==> config.mk <==
export PLATFORM = sky130hd
export DESIGN_NAME = fp_add_sub
export DESIGN_NICKNAME = d
export VERILOG_FILES = /design/src/fp_add_pkg.sv /design/src/fp_unpack.sv /design/src/fp_special_case.sv /design/src/fp_align_add.sv /design/src/fp_normalise.sv /design/src/fp_round_pack.sv /design/src/fp_add_sub.sv
export SDC_FILE = /design/constraint.sdc
export NUM_CORES = 1
export LEC_CHECK = 0
export BUFFER_PORTS_ARGS = -buffer_cell sky130_fd_sc_hd__buf_2
export CAP_MARGIN = 20
export CORE_ASPECT_RATIO = 2
export CORE_UTILIZATION = 58
export CTS_CLUSTER_DIAMETER = 40
export DETAILED_ROUTE_END_ITERATION = 8
export GPL_TIMING_DRIVEN = 0
export PLACE_DENSITY = 0.8
export SLEW_MARGIN = 40
export SYNTH_ARGS = -nofsm -noshare
export SYNTH_HDL_FRONTEND = slang
export SYNTH_HIERARCHICAL = 1
export SYNTH_SLANG_ARGS = --single-unit
==> constraint.sdc <==
create_clock -name clk -period 10.4 [get_ports clk]
set_input_delay 1.56 -clock clk [delete_from_list [all_inputs] [get_ports clk]]
set_output_delay 1.56 -clock clk [all_outputs]
set_load 0.005 [all_outputs]
==> src/fp_add_pkg.sv <==
// shared format constants, opcode enum and pipeline structs; imported by every adder block
package fp_add_pkg;

  // single precision field widths
  localparam int EXP_W  = 8;
  localparam int FRAC_W = 23;
  localparam int SIG_W  = 24;

  // working sum is carry, 24 significand bits, guard, round and sticky
  localparam int SUM_W  = 28;

  // exponent range, unbiased
  localparam logic signed [9:0] BIAS = 10'sd127;
  localparam logic signed [9:0] EMIN = -10'sd126;
  localparam logic signed [9:0] EMAX = 10'sd127;

  // every nan result uses this one quiet encoding
  localparam logic [31:0] QNAN = 32'h7fc0_0000;

  typedef enum logic [0:0] {
    OP_ADD = 1'b0,
    OP_SUB = 1'b1
  } fp_op_e;

  // classified operand, hidden one made explicit
  typedef struct packed {
    logic              nan;
    logic              inf;
    logic              zero;
    logic              sign;
    logic signed [9:0] exp;
    logic [SIG_W-1:0]  sig;
  } unpacked_t;

  // result fixed by nan, infinity and zero rules
  // zero result is active with nan and inf both low
  typedef struct packed {
    logic active;
    logic nan;
    logic inf;
    logic sign;
  } special_t;

  // sum before rounding, hidden one at bit SUM_W-2 once normalised
  typedef struct packed {
    logic              sign;
    logic signed [9:0] exp;
    logic [SUM_W-1:0]  mag;
  } sum_t;

endpackage

==> src/fp_unpack.sv <==
// splits a single-precision word into sign, exponent and significand and classifies it
`timescale 1ns/1ps

module fp_unpack (
  input  logic [31:0]           word,
  output fp_add_pkg::unpacked_t operand
);
  import fp_add_pkg::*;

  logic              sign;
  logic [EXP_W-1:0]  exp_field;
  logic [FRAC_W-1:0] frac;

  assign {sign, exp_field, frac} = word;

  always_comb begin
    operand      = '0;
    operand.sign = sign;

    if (exp_field == '1) begin
      // all-ones exponent: infinity or nan
      operand.nan = |frac;
      operand.inf = ~|frac;
    end else if (exp_field == '0) begin
      // zero, subnormal fraction flushed, sign kept
      operand.zero = 1'b1;
    end else begin
      // normal number
      operand.exp = $signed({2'b00, exp_field}) - BIAS;
      operand.sig = {1'b1, frac};
    end
  end

endmodule

==> src/fp_special_case.sv <==
// decides nan, infinity and signed zero results from the two classified operands
`timescale 1ns/1ps

module fp_special_case (
  input  fp_add_pkg::fp_op_e    op,
  input  fp_add_pkg::unpacked_t x,
  input  fp_add_pkg::unpacked_t y,
  output fp_add_pkg::special_t  special
);
  import fp_add_pkg::*;

  // y as it enters the sum, sign flipped for subtract
  logic y_sign_eff;

  assign y_sign_eff = y.sign ^ (op == OP_SUB);

  always_comb begin
    special = '0;

    if (x.nan || y.nan) begin
      special.active = 1'b1;
      special.nan    = 1'b1;
    end else if (x.inf && y.inf && (x.sign != y_sign_eff)) begin
      // opposing infinities
      special.active = 1'b1;
      special.nan    = 1'b1;
    end else if (x.inf) begin
      special.active = 1'b1;
      special.inf    = 1'b1;
      special.sign   = x.sign;
    end else if (y.inf) begin
      special.active = 1'b1;
      special.inf    = 1'b1;
      special.sign   = y_sign_eff;
    end else if (x.zero && y.zero) begin
      // -0 only when both zeros are negative
      special.active = 1'b1;
      special.sign   = x.sign & y_sign_eff;
    end

    // a single zero operand is left to the adder path
  end

endmodule

==> src/fp_align_add.sv <==
// orders the operands, aligns the smaller one with sticky and adds or subtracts
`timescale 1ns/1ps

module fp_align_add (
  input  fp_add_pkg::fp_op_e    op,
  input  fp_add_pkg::unpacked_t x,
  input  fp_add_pkg::unpacked_t y,
  output fp_add_pkg::sum_t      sum
);
  import fp_add_pkg::*;

  logic             y_sign_eff;
  logic             eff_sub;
  logic             x_larger;
  unpacked_t        larger;
  unpacked_t        smaller;
  logic [9:0]       diff;
  logic [SUM_W-1:0] larger_ext;
  logic [SUM_W-1:0] smaller_ext;
  logic [SUM_W-1:0] shifted;
  logic [SUM_W-1:0] aligned;
  logic             sticky;

  assign y_sign_eff = y.sign ^ (op == OP_SUB);
  assign eff_sub    = x.sign ^ y_sign_eff;

  // a zero operand always loses, whatever its exponent field
  assign x_larger = y.zero || (!x.zero && ((x.exp > y.exp) ||
                    ((x.exp == y.exp) && (x.sig > y.sig))));

  assign larger  = x_larger ? x : y;
  assign smaller = x_larger ? y : x;

  // nonnegative for two nonzero operands
  assign diff = larger.exp - smaller.exp;

  // carry bit on top, guard/round/sticky below the significand
  assign larger_ext  = {1'b0, larger.sig, 3'b000};
  assign smaller_ext = {1'b0, smaller.sig, 3'b000};

  always_comb begin
    if (diff >= 10'(SUM_W)) begin
      // shifted right past the sticky bit
      shifted = '0;
      sticky  = |smaller.sig;
    end else begin
      shifted = smaller_ext >> diff;
      sticky  = |(smaller_ext & ~({SUM_W{1'b1}} << diff));
    end
    aligned = {shifted[SUM_W-1:1], shifted[0] | sticky};
  end

  always_comb begin
    sum.sign = x_larger ? x.sign : y_sign_eff;
    sum.exp  = larger.exp;
    // larger magnitude first, so the difference never goes negative
    if (eff_sub) begin
      sum.mag = larger_ext - aligned;
    end else begin
      sum.mag = larger_ext + aligned;
    end
  end

endmodule

==> src/fp_normalise.sv <==
// normalises the raw sum after carry-out or cancellation and adjusts its exponent
`timescale 1ns/1ps

module fp_normalise (
  input  fp_add_pkg::sum_t raw,
  output fp_add_pkg::sum_t norm
);
  import fp_add_pkg::*;

  logic [4:0]       lz;
  logic [SUM_W-2:0] m;

  always_comb begin
    norm = raw;
    lz   = '0;
    m    = raw.mag[SUM_W-2:0];

    if (raw.mag[SUM_W-1]) begin
      // carry out, one place right, lost bit folded into sticky
      norm.mag = {1'b0, raw.mag[SUM_W-1:2], |raw.mag[1:0]};
      norm.exp = raw.exp + 10'sd1;
    end else begin
      // leading-zero shift in binary stages
      if (m[SUM_W-2 -: 16] == '0) begin
        m  = m << 16;
        lz = lz + 5'd16;
      end
      if (m[SUM_W-2 -: 8] == '0) begin
        m  = m << 8;
        lz = lz + 5'd8;
      end
      if (m[SUM_W-2 -: 4] == '0) begin
        m  = m << 4;
        lz = lz + 5'd4;
      end
      if (m[SUM_W-2 -: 2] == '0) begin
        m  = m << 2;
        lz = lz + 5'd2;
      end
      if (m[SUM_W-2] == 1'b0) begin
        m  = m << 1;
        lz = lz + 5'd1;
      end
      norm.mag = {1'b0, m};
      norm.exp = raw.exp - $signed({5'b00000, lz});
    end

    assert ($isunknown(raw.mag) || (raw.mag == '0) || norm.mag[SUM_W-2])
      else $error("normalised sum lost its hidden one");
  end

endmodule

==> src/fp_round_pack.sv <==
// rounds to nearest even, applies overflow and flush, and packs the result word
`timescale 1ns/1ps

module fp_round_pack (
  input  fp_add_pkg::sum_t     norm,
  input  fp_add_pkg::special_t special,
  output logic [31:0]          word
);
  import fp_add_pkg::*;

  logic [SIG_W-1:0]  sig;
  logic              guard_bit;
  logic              round_bit;
  logic              sticky_bit;
  logic              round_up;
  logic [SIG_W:0]    rounded;
  logic [SIG_W-1:0]  r_sig;
  logic signed [9:0] r_exp;
  logic [9:0]        biased;

  always_comb begin
    sig        = norm.mag[SUM_W-2:3];
    guard_bit  = norm.mag[2];
    round_bit  = norm.mag[1];
    sticky_bit = norm.mag[0];

    // ties go to the even significand
    round_up = guard_bit & (round_bit | sticky_bit | sig[0]);
    rounded  = {1'b0, sig} + {{SIG_W{1'b0}}, round_up};

    r_sig = rounded[SIG_W-1:0];
    r_exp = norm.exp;
    if (rounded[SIG_W]) begin
      // all-ones significand rolled over into the exponent
      r_sig = rounded[SIG_W:1];
      r_exp = norm.exp + 10'sd1;
    end

    biased = r_exp + BIAS;
  end

  always_comb begin
    if (special.active) begin
      if (special.nan) begin
        word = QNAN;
      end else if (special.inf) begin
        word = {special.sign, {EXP_W{1'b1}}, {FRAC_W{1'b0}}};
      end else begin
        word = {special.sign, 31'b0};
      end
    end else if (norm.mag == '0) begin
      // exact cancellation
      word = '0;
    end else if (r_exp > EMAX) begin
      word = {norm.sign, {EXP_W{1'b1}}, {FRAC_W{1'b0}}};
    end else if (r_exp < EMIN) begin
      // below normal range, flushed with sign kept
      word = {norm.sign, 31'b0};
    end else begin
      word = {norm.sign, biased[EXP_W-1:0], r_sig[FRAC_W-1:0]};
    end
  end

endmodule

==> src/fp_add_sub.sv <==
// two-stage single-precision add/subtract pipeline; top level with in/out valid strobes
`timescale 1ns/1ps

module fp_add_sub (
  input  logic               clk,
  input  logic               rst_n,
  input  logic               in_valid,
  input  fp_add_pkg::fp_op_e op,
  input  logic [31:0]        a,
  input  logic [31:0]        b,
  output logic               out_valid,
  output logic [31:0]        result
);
  import fp_add_pkg::*;

  unpacked_t   op_a;
  unpacked_t   op_b;
  special_t    special_d;
  special_t    special_q;
  sum_t        sum_d;
  sum_t        sum_q;
  sum_t        norm;
  logic        valid_q;
  logic [31:0] word;

  // stage 1: unpack, special rules, align and add
  fp_unpack u_unpack_a (.word(a), .operand(op_a));
  fp_unpack u_unpack_b (.word(b), .operand(op_b));

  fp_special_case u_special (.op(op), .x(op_a), .y(op_b), .special(special_d));

  fp_align_add u_align_add (.op(op), .x(op_a), .y(op_b), .sum(sum_d));

  always_ff @(posedge clk) begin
    if (!rst_n) begin
      valid_q <= 1'b0;
    end else begin
      valid_q <= in_valid;
    end
    if (in_valid) begin
      sum_q     <= sum_d;
      special_q <= special_d;
    end
  end

  // stage 2: normalise, round and pack
  fp_normalise u_normalise (.raw(sum_q), .norm(norm));

  fp_round_pack u_round_pack (.norm(norm), .special(special_q), .word(word));

  always_ff @(posedge clk) begin
    if (!rst_n) begin
      out_valid <= 1'b0;
      result    <= '0;
    end else begin
      out_valid <= valid_q;
      if (valid_q) begin
        result <= word;
      end
    end
  end

  // fixed two-cycle latency once reset has been high long enough
  assert property (@(posedge clk) disable iff (!rst_n)
    ($past(rst_n, 1) && $past(rst_n, 2)) |-> (out_valid == $past(in_valid, 2)))
    else $error("out_valid does not follow in_valid by two cycles");

endmodule

==> results.toml, run 1 <==
[outcome]
outcome = "did not finish"
stop_stage = "global routing"
toolErrorMsg = "[ERROR GRT-0116] Global routing finished with congestion. Check the congestion regions in the DRC Viewer."

[floorplanning]
dieHeight_um = 228
io-pin-count = 101
std_cell_rows = 82
start_util_pct = 59.2
dieWidth_um = 115

[place]
routabilityCongestion = 1.11
place_area_mm2 = 0.0159
io_buffers = 98
dp_hpwl_mm = 51.3

[synth]
synth.area.top_cells = "edfxtp_1 (8.7%), ha_1 (8.6%), mux2i_1 (5.6%), nand2_1 (4.6%), dfxtp_1 (4.6%)"
synth_xor_area_share_pct = 4.71
synthMuxAreaShare_pct = 8.23
syn_nets = 2163
ys_seq_area_share_pct = 13.3
syn_avg_cell_area_um2 = 7.47
synthFlopType = "edfxtp_1"
ys_top_cells_by_count = "nand2_1 (184), nor2_1 (141), o21ai_0 (128), a21oi_1 (124), inv_1 (124)"
yosysUniqueCellTypes = 125
synth_top_family_by_area = "compound AO/OA/AOI/OAI gates"
synth-simple-area-share_pct = 27.4
synth_compound_area_share_pct = 29.5
synthesis.area_mm2 = 0.0149
ys_async_sr_fraction_pct = 0
yosys.area.top_type = "edfxtp_1"
synth_edf_count = 43
synth.most_common_cell = "nand2_1"
ys_seq_elements = 77
yosys.area_share.adder_pct = 8.85
yosys_warnings = 6
synth_top_area_share_pct = 8.68
netlist_instances = 1991

[clock_network]
cts_hold_buf = 0
cts_buffer_depth = 2
htree_num_levels = 3
cts.sinks = 77
cts_root_buffer = "clkbuf_16"
cts_inserted_buffers = 9

[grt]
overflow = 4
global_route.usage.total_pct = 58.0
grt_pass1_wl_mm = 115
grt_max_degree = 45
grt_pass1_vias = 19700
## per-layer routing
metal | overflow | GRT usage (%)
met5 | 0 | 2.16
met4 | 4 | 66.5
met3 | 0 | 29.2
met2 | 0 | 86.3
met1 | 0 | 52.5
## cells by family after synthesis
kind of cell | count (synthesis)
compound gates | 603
mux | 108
other cells | 1
fa+ha+maj | 104
flops | 77
buf+inv | 263
xor+xnor | 80
simple gates | 755
## metrics by stage
| stage | worst slack, ns | util (%) | std cells |
|---|---|---|---|
| CTS | 0.00962 | 70.0 | 2547 |
| detailed placement | -2.05 | 63.3 | 2430 |
| global placement | -1.88 | 63.0 | 2425 |
| floorplan | 0.00864 | - | 1991 |
## timing repair
action / CTS
endpoints found under the hold margin: 0
gates resized for setup: 111
setup buffers: 106
pin swaps: 55
endpoints found under the setup margin: 14
cloned: 2
==> run 2, diff against run 1 <==
CORE_ASPECT_RATIO = unset   (was 2)
CORE_UTILIZATION = 40   (was 58)
CTS_CLUSTER_DIAMETER = unset   (was 40)
PLACE_DENSITY = unset   (was 0.8)
PLACE_DENSITY_LB_ADDON = 0.15   (was unset)
clock period = 13.5 ns   (was 10.4 ns; I/O delays follow)
==> run 2 against run 1 <==
The run now ends clean. Synthesized cell count is the same. Area after synthesis is the same.
==> results.toml, run 2 <==
[sta]
setup_viol = 0
max_freq_mhz = 77.9
finClkSkew_ns = 0.0101
min_period_ns = 12.84
final_max_slew_viol_count = 0
finalHoldViolCount = 0
setup_tns_ns = 0
slew_headroom_pct = 39.9
tightest_slew_ns = 0.899
fin_ws_ns = 0.656
post-route-period-util_pct = 95.1

[synth]
netlist_instances = 1991
syn_nets = 2163
synthesis.area_mm2 = 0.0149
ys_top_cells_by_count = "nand2_1 (184), nor2_1 (141), o21ai_0 (128), a21oi_1 (124), inv_1 (124)"
yosys_warnings = 6
synth.area.top_cells = "edfxtp_1 (8.7%), ha_1 (8.6%), mux2i_1 (5.6%), nand2_1 (4.6%), dfxtp_1 (4.6%)"
synth_top_area_share_pct = 8.68
yosys.area.top_type = "edfxtp_1"
synthFlopType = "edfxtp_1"
syn_avg_cell_area_um2 = 7.47
synth_edf_count = 43
yosysUniqueCellTypes = 125
synth.most_common_cell = "nand2_1"
ys_seq_area_share_pct = 13.3
ys_seq_elements = 77
ys_async_sr_fraction_pct = 0

[finish]
diodes = 0
multi_input_area_mm2 = 0.0118
fin_area_mm2 = 0.0164
area_growth_pct = 10.4
largest_reg_flops = 39
final_cells = 2575
seqCellArea_mm2 = 0.00197
final_cell_mix = "nand2_1 (184), nor2_1 (140), o21ai_0 (127)"
top_regs = "sum_q: 39 flops, result: 32 flops, special_q: 4 flops"
layout-drive-gt1-share_pct = 13.9
nFillCells = 3857
largest_register = "sum_q"
nets = 2274
final_common_cell = "nand2_1"

[grt]
antenna_found_initial = 0
grt_pass1_wl_mm = 88.1
grt.met3_usage_pct = 2.59
grt.met1_usage_pct = 38.0
overflow = 0
grt_max_degree = 45
grt_util_met2_pct = 49.4
busiest_layer = "met2"
grt_pass1_vias = 15400
global_route.usage.total_pct = 29.2

[critical_path]
slowest_delay_ns = 0.57
crit_family = "compound AO/OA/AOI/OAI gates"
cp_slowest_cell = "xor2_2"
worst_setup_path_start_kind = "primary input"
path_buf_inv = 7
critical_path_class = "in2reg"
cp_max_fo = 19
critPathCaptureType = "flop"
path_common_cell = "a21oi_1"
critPathRequiredTime_ns = 13.72
crit_arrival_ns = 13.06

[drt]
wl_mm = 57.1
wl_per_cell_um = 22.2
drc_errors = 0
drtIter0Drc = 1523
vias = 16400
drtAntennaViolNets = 0
firstDrtPassIters = 6
via_per_inst = 6.38

[clock_network]
htree_num_levels = 3
cts.sinks = 77
clk_pin_slew_worst_paths_ns = 0.06
cts_setup_buffers = 0
cts_inserted_buffers = 9
cts_hold_buf = 0
clkLatencyLatePin_ns = 0.35
cts_root_buffer = "clkbuf_16"
cts_buffer_depth = 2
cts_tree = "done"

[power]
p_leak_nw = 6.66
worst_ir_drop_vdd_v = 0.0000604
pwr_density_cell_mw_per_mm2 = 123
power_mw = 2.01

[place]
io_buffers = 98
place_inst = 2560
place_area_mm2 = 0.0160
dp_hpwl_mm = 46.3
dp_slack_ns = -0.135
routabilityCongestion = 0.979

[outcome]
outcome = "completed"

[floorplanning]
io-pin-count = 101
start_util_pct = 40.6
dieHeight_um = 195
core_area_mm2 = 0.0366
std_cell_rows = 70
fp.dieArea_mm2 = 0.0380
dieWidth_um = 195

[hold_path]
hp-class = "reg2reg"

[run]
maxCapViolCount = 0
[run 2: cell counts after synthesis]
Identical to the previous run, type by type.
[run 2: power breakdown]
group / total [mW] / internal (mW) / leakage [nW] / switching [mW]
Combinational: 1.42 / 0.499 / 5.81 / 0.919
Clock: 0.255 / 0.152 / 0.157 / 0.104
Sequential: 0.340 / 0.291 / 0.695 / 0.0488
Total: 2.01 / 0.942 / 6.66 / 1.07
[run 2: logic make-up (layout without fill, tap and decap cells)]
logic type	count (synthesis)	after routing	synth area share (%)
multiplexers	108	108	8.23
AO/OA/AOI/OAI	603	603	29.5
AND/OR/NAND/NOR	755	755	27.4
other	1	1	0.0252
buffers and inverters	263	379	8.12
flip-flops	77	77	13.3
XOR/XNOR	80	80	4.71
adder cells (fa/ha/maj)	104	104	8.85
[run 2: final cells by class]
cell class,instances,area share [%]
flip-flops and latches,77,12.0
inverters,126,2.88
well taps,468,3.56
plain buffers,135,4.46
repair buffers,102,3.10
clock buffers,10,1.45
clock inverters,6,0.465
multi-input cells,1651,72.1
[run 2: tightest hold or removal path: cells and delay by family, from the launching register on]
kind             cells  cell delay, ns
DFF                  1            0.32
and+or+nand+nor      1            0.09
muxes                1            0.06
[run 2: what timing repair did]
item / CTS / global route
setup endpoints to repair: 0 / 4
hold endpoints to repair: 0 / 0
resized for setup: 0 / 21
[run 2: through the flow]
stage                     util, %  hold slack (ns)
after floorplan                 -            0.507
after global placement       43.6            0.490
after detailed placement     43.7            0.499
after CTS                    44.6            0.519
after global routing         44.9            0.536
final                        44.9            0.511
[run 2: worst paths after layout]
path / start / to / slack, ns / depth (start not counted)
max: b[23] / sum_q[25] / 0.66 / 44
min: result[7] / result[7] / 0.51 / 2
max reg2reg: sum_q[20] / result[29] / 5.47 / 24
min reg2reg: result[7] / result[7] / 0.51 / 2
[run 2: layer usage]
layer  part of all wire, %  up-vias
li1                      -     7728
met1                    43     7887
met2                    47      705
met3                   6.1      120
met4                   3.8        0
met5                     0        -
Power figures use the tool's default switching activity.
==> run 3, diff against run 2 <==
CORE_ASPECT_RATIO = 1.1   (was unset)
==> run 3 against run 2 <==
Sequential cell count unchanged. Register-to-register slack got worse by 0.32 ns. Highest routed layer unchanged. Critical path depth increased by 4. Combinational power about the same. Non-clock buffer count decreased by 1. Via count about the same.
==> results.toml, run 3 (synthesized netlist as in run 2, its figures left out) <==
[outcome]
outcome = "completed"

[grt]
global_route.usage.total_pct = 30.7
grt_pass1_vias = 15500
overflow = 0
grt_max_degree = 45
grt_pass1_wl_mm = 90.0
antenna_found_initial = 0

[power]
p_sw_mw = 1.10
combPwrFrac_pct = 70.1
p_seq_share_pct = 16.7
pwr_density_cell_mw_per_mm2 = 124
worst_ir_drop_vdd_v = 0.0000765
power_mw = 2.05
clockPowerShare_pct = 13.2
p_leak_nw = 6.66
internal-power_mw = 0.955
swShare_pct = 53.5

[clock_network]
htree_num_levels = 3
cts.sinks = 77
cts_buffer_depth = 2
cts_tree = "done"
cts_root_buffer = "clkbuf_16"
cts_inserted_buffers = 9
clk_pin_slew_worst_paths_ns = 0.07
clkLatencyLatePin_ns = 0.36

[critical_path]
critical_path_class = "in2reg"
critPathCaptureType = "flop"
path_common_cell = "a21oi_1"
crit_arrival_ns = 13.19
cp_max_fo = 13
slowest_delay_ns = 0.54
regToRegSetupSlack_ns = 5.15
worst_setup_path_start_kind = "primary input"
cp_slowest_cell = "or4_1"
critPathRequiredTime_ns = 13.73

[drt]
wl_per_cell_um = 22.8
via_per_inst = 6.35
drtIter0Drc = 1477
vias = 16500
drtAntennaViolNets = 0
wl_mm = 59.1
firstDrtPassIters = 6
drc_errors = 0

[sta]
finalHoldViolCount = 0
rsz0062_at_grt = "no"
finClkSkew_ns = 0.0140
post-route-period-util_pct = 96.0
fin_ws_ns = 0.539
max_freq_mhz = 77.2
tightest_slew_ns = 0.866
setup_viol = 0
setup_tns_ns = 0
slew_headroom_pct = 40.6
final_max_slew_viol_count = 0
hold_slack_ns = 0.513
min_period_ns = 12.96

[floorplanning]
fp.dieArea_mm2 = 0.0380
io-pin-count = 101
core_area_mm2 = 0.0364
std_cell_rows = 73
start_util_pct = 40.9
dieWidth_um = 186
dieHeight_um = 204

[finish]
nFillCells = 3813
final_cells = 2593
final_common_cell = "nand2_1"
fin_area_mm2 = 0.0165
layout-drive-gt1-share_pct = 14.1
final_cell_mix = "nand2_1 (184), nor2_1 (140), o21ai_0 (126)"
final_util_pct = 45.4
largest_register = "sum_q"
area_growth_pct = 10.9
top_regs = "sum_q: 39 flops, result: 32 flops, special_q: 4 flops"
largest_reg_flops = 39
nets = 2273
diodes = 0

[place]
dp_slack_ns = -0.173
dp_hpwl_mm = 47.9
place_area_mm2 = 0.0160
place_inst = 2577
routabilityCongestion = 0.989
io_buffers = 98

[run]
maxCapViolCount = 0

[hold_path]
hp-class = "reg2reg"
-- run 3: changes by cell type in the layout (fill, tap and decap cells not counted), sizes merged --
| cell | change |
|---|---|
| buf | -1 |
| clkbuf | +1 |
| clkinv | -1 |
-- run 3: routing by layer --
layer  global-route usage [%]  wire length [µm]  up-vias
li1                         -                 -     7721
met1                     38.1             24500     7882
met2                     52.5             28500      679
met3                     2.42              2990      171
met4                     15.9              3080        0
met5                        0                 0        -
-- run 3: cell type report --
| cell class | instances | area, µm² | area share [%] |
|---|---|---|---|
| tap | 487 | 609 | 3.69 |
| clock inverter | 5 | 70.1 | 0.425 |
| multi-input combinational | 1651 | 11900 | 72.0 |
| clock buffer | 11 | 264 | 1.60 |
| buffer | 137 | 742 | 4.50 |
| timing repair buffer | 99 | 497 | 3.01 |
| inverter | 126 | 473 | 2.87 |
| sequential | 77 | 1970 | 11.9 |
-- run 3: repair_timing --
| item | in CTS | in global routing |
|---|---|---|
| hold buffers | 0 | 0 |
| gates resized for setup | 0 | 32 |
| setup endpoints to repair | 0 | 4 |
| setup buffers | 0 | 0 |
-- run 3: worst max-delay path, delay by kind of cell --
kind                     cells  cell delay, ns
buffers and inverters        9            2.35
adder cells (fa/ha/maj)      5            1.28
multiplexers                 2            0.40
AND/OR/NAND/NOR             10            2.43
XOR/XNOR                     1            0.44
AO/OA/AOI/OAI               21            4.22
-- run 3: power groups by stage --
| stage | sequential, mW | clock [mW] | combinational [mW] |
|---|---|---|---|
| global placement | 0.346 | 0 | 1.39 |
| floorplan | 0.321 | 0 | 1.01 |
| CTS | 0.341 | 0.279 | 1.40 |
| finish | 0.342 | 0.272 | 1.44 |
| global route | 0.346 | 0.288 | 1.55 |
| detailed placement | 0.346 | 0 | 1.39 |
-- run 3: path summary, 6_finish.rpt --
| path | from | end | cells past startpoint |
|---|---|---|---|
| hold / removal | result[4] | result[4] | 2 |
| setup reg to reg | sum_q[19] | result[29] | 24 |
| setup / recovery | b[23] | sum_q[25] | 48 |
| hold reg to reg | result[4] | result[4] | 2 |
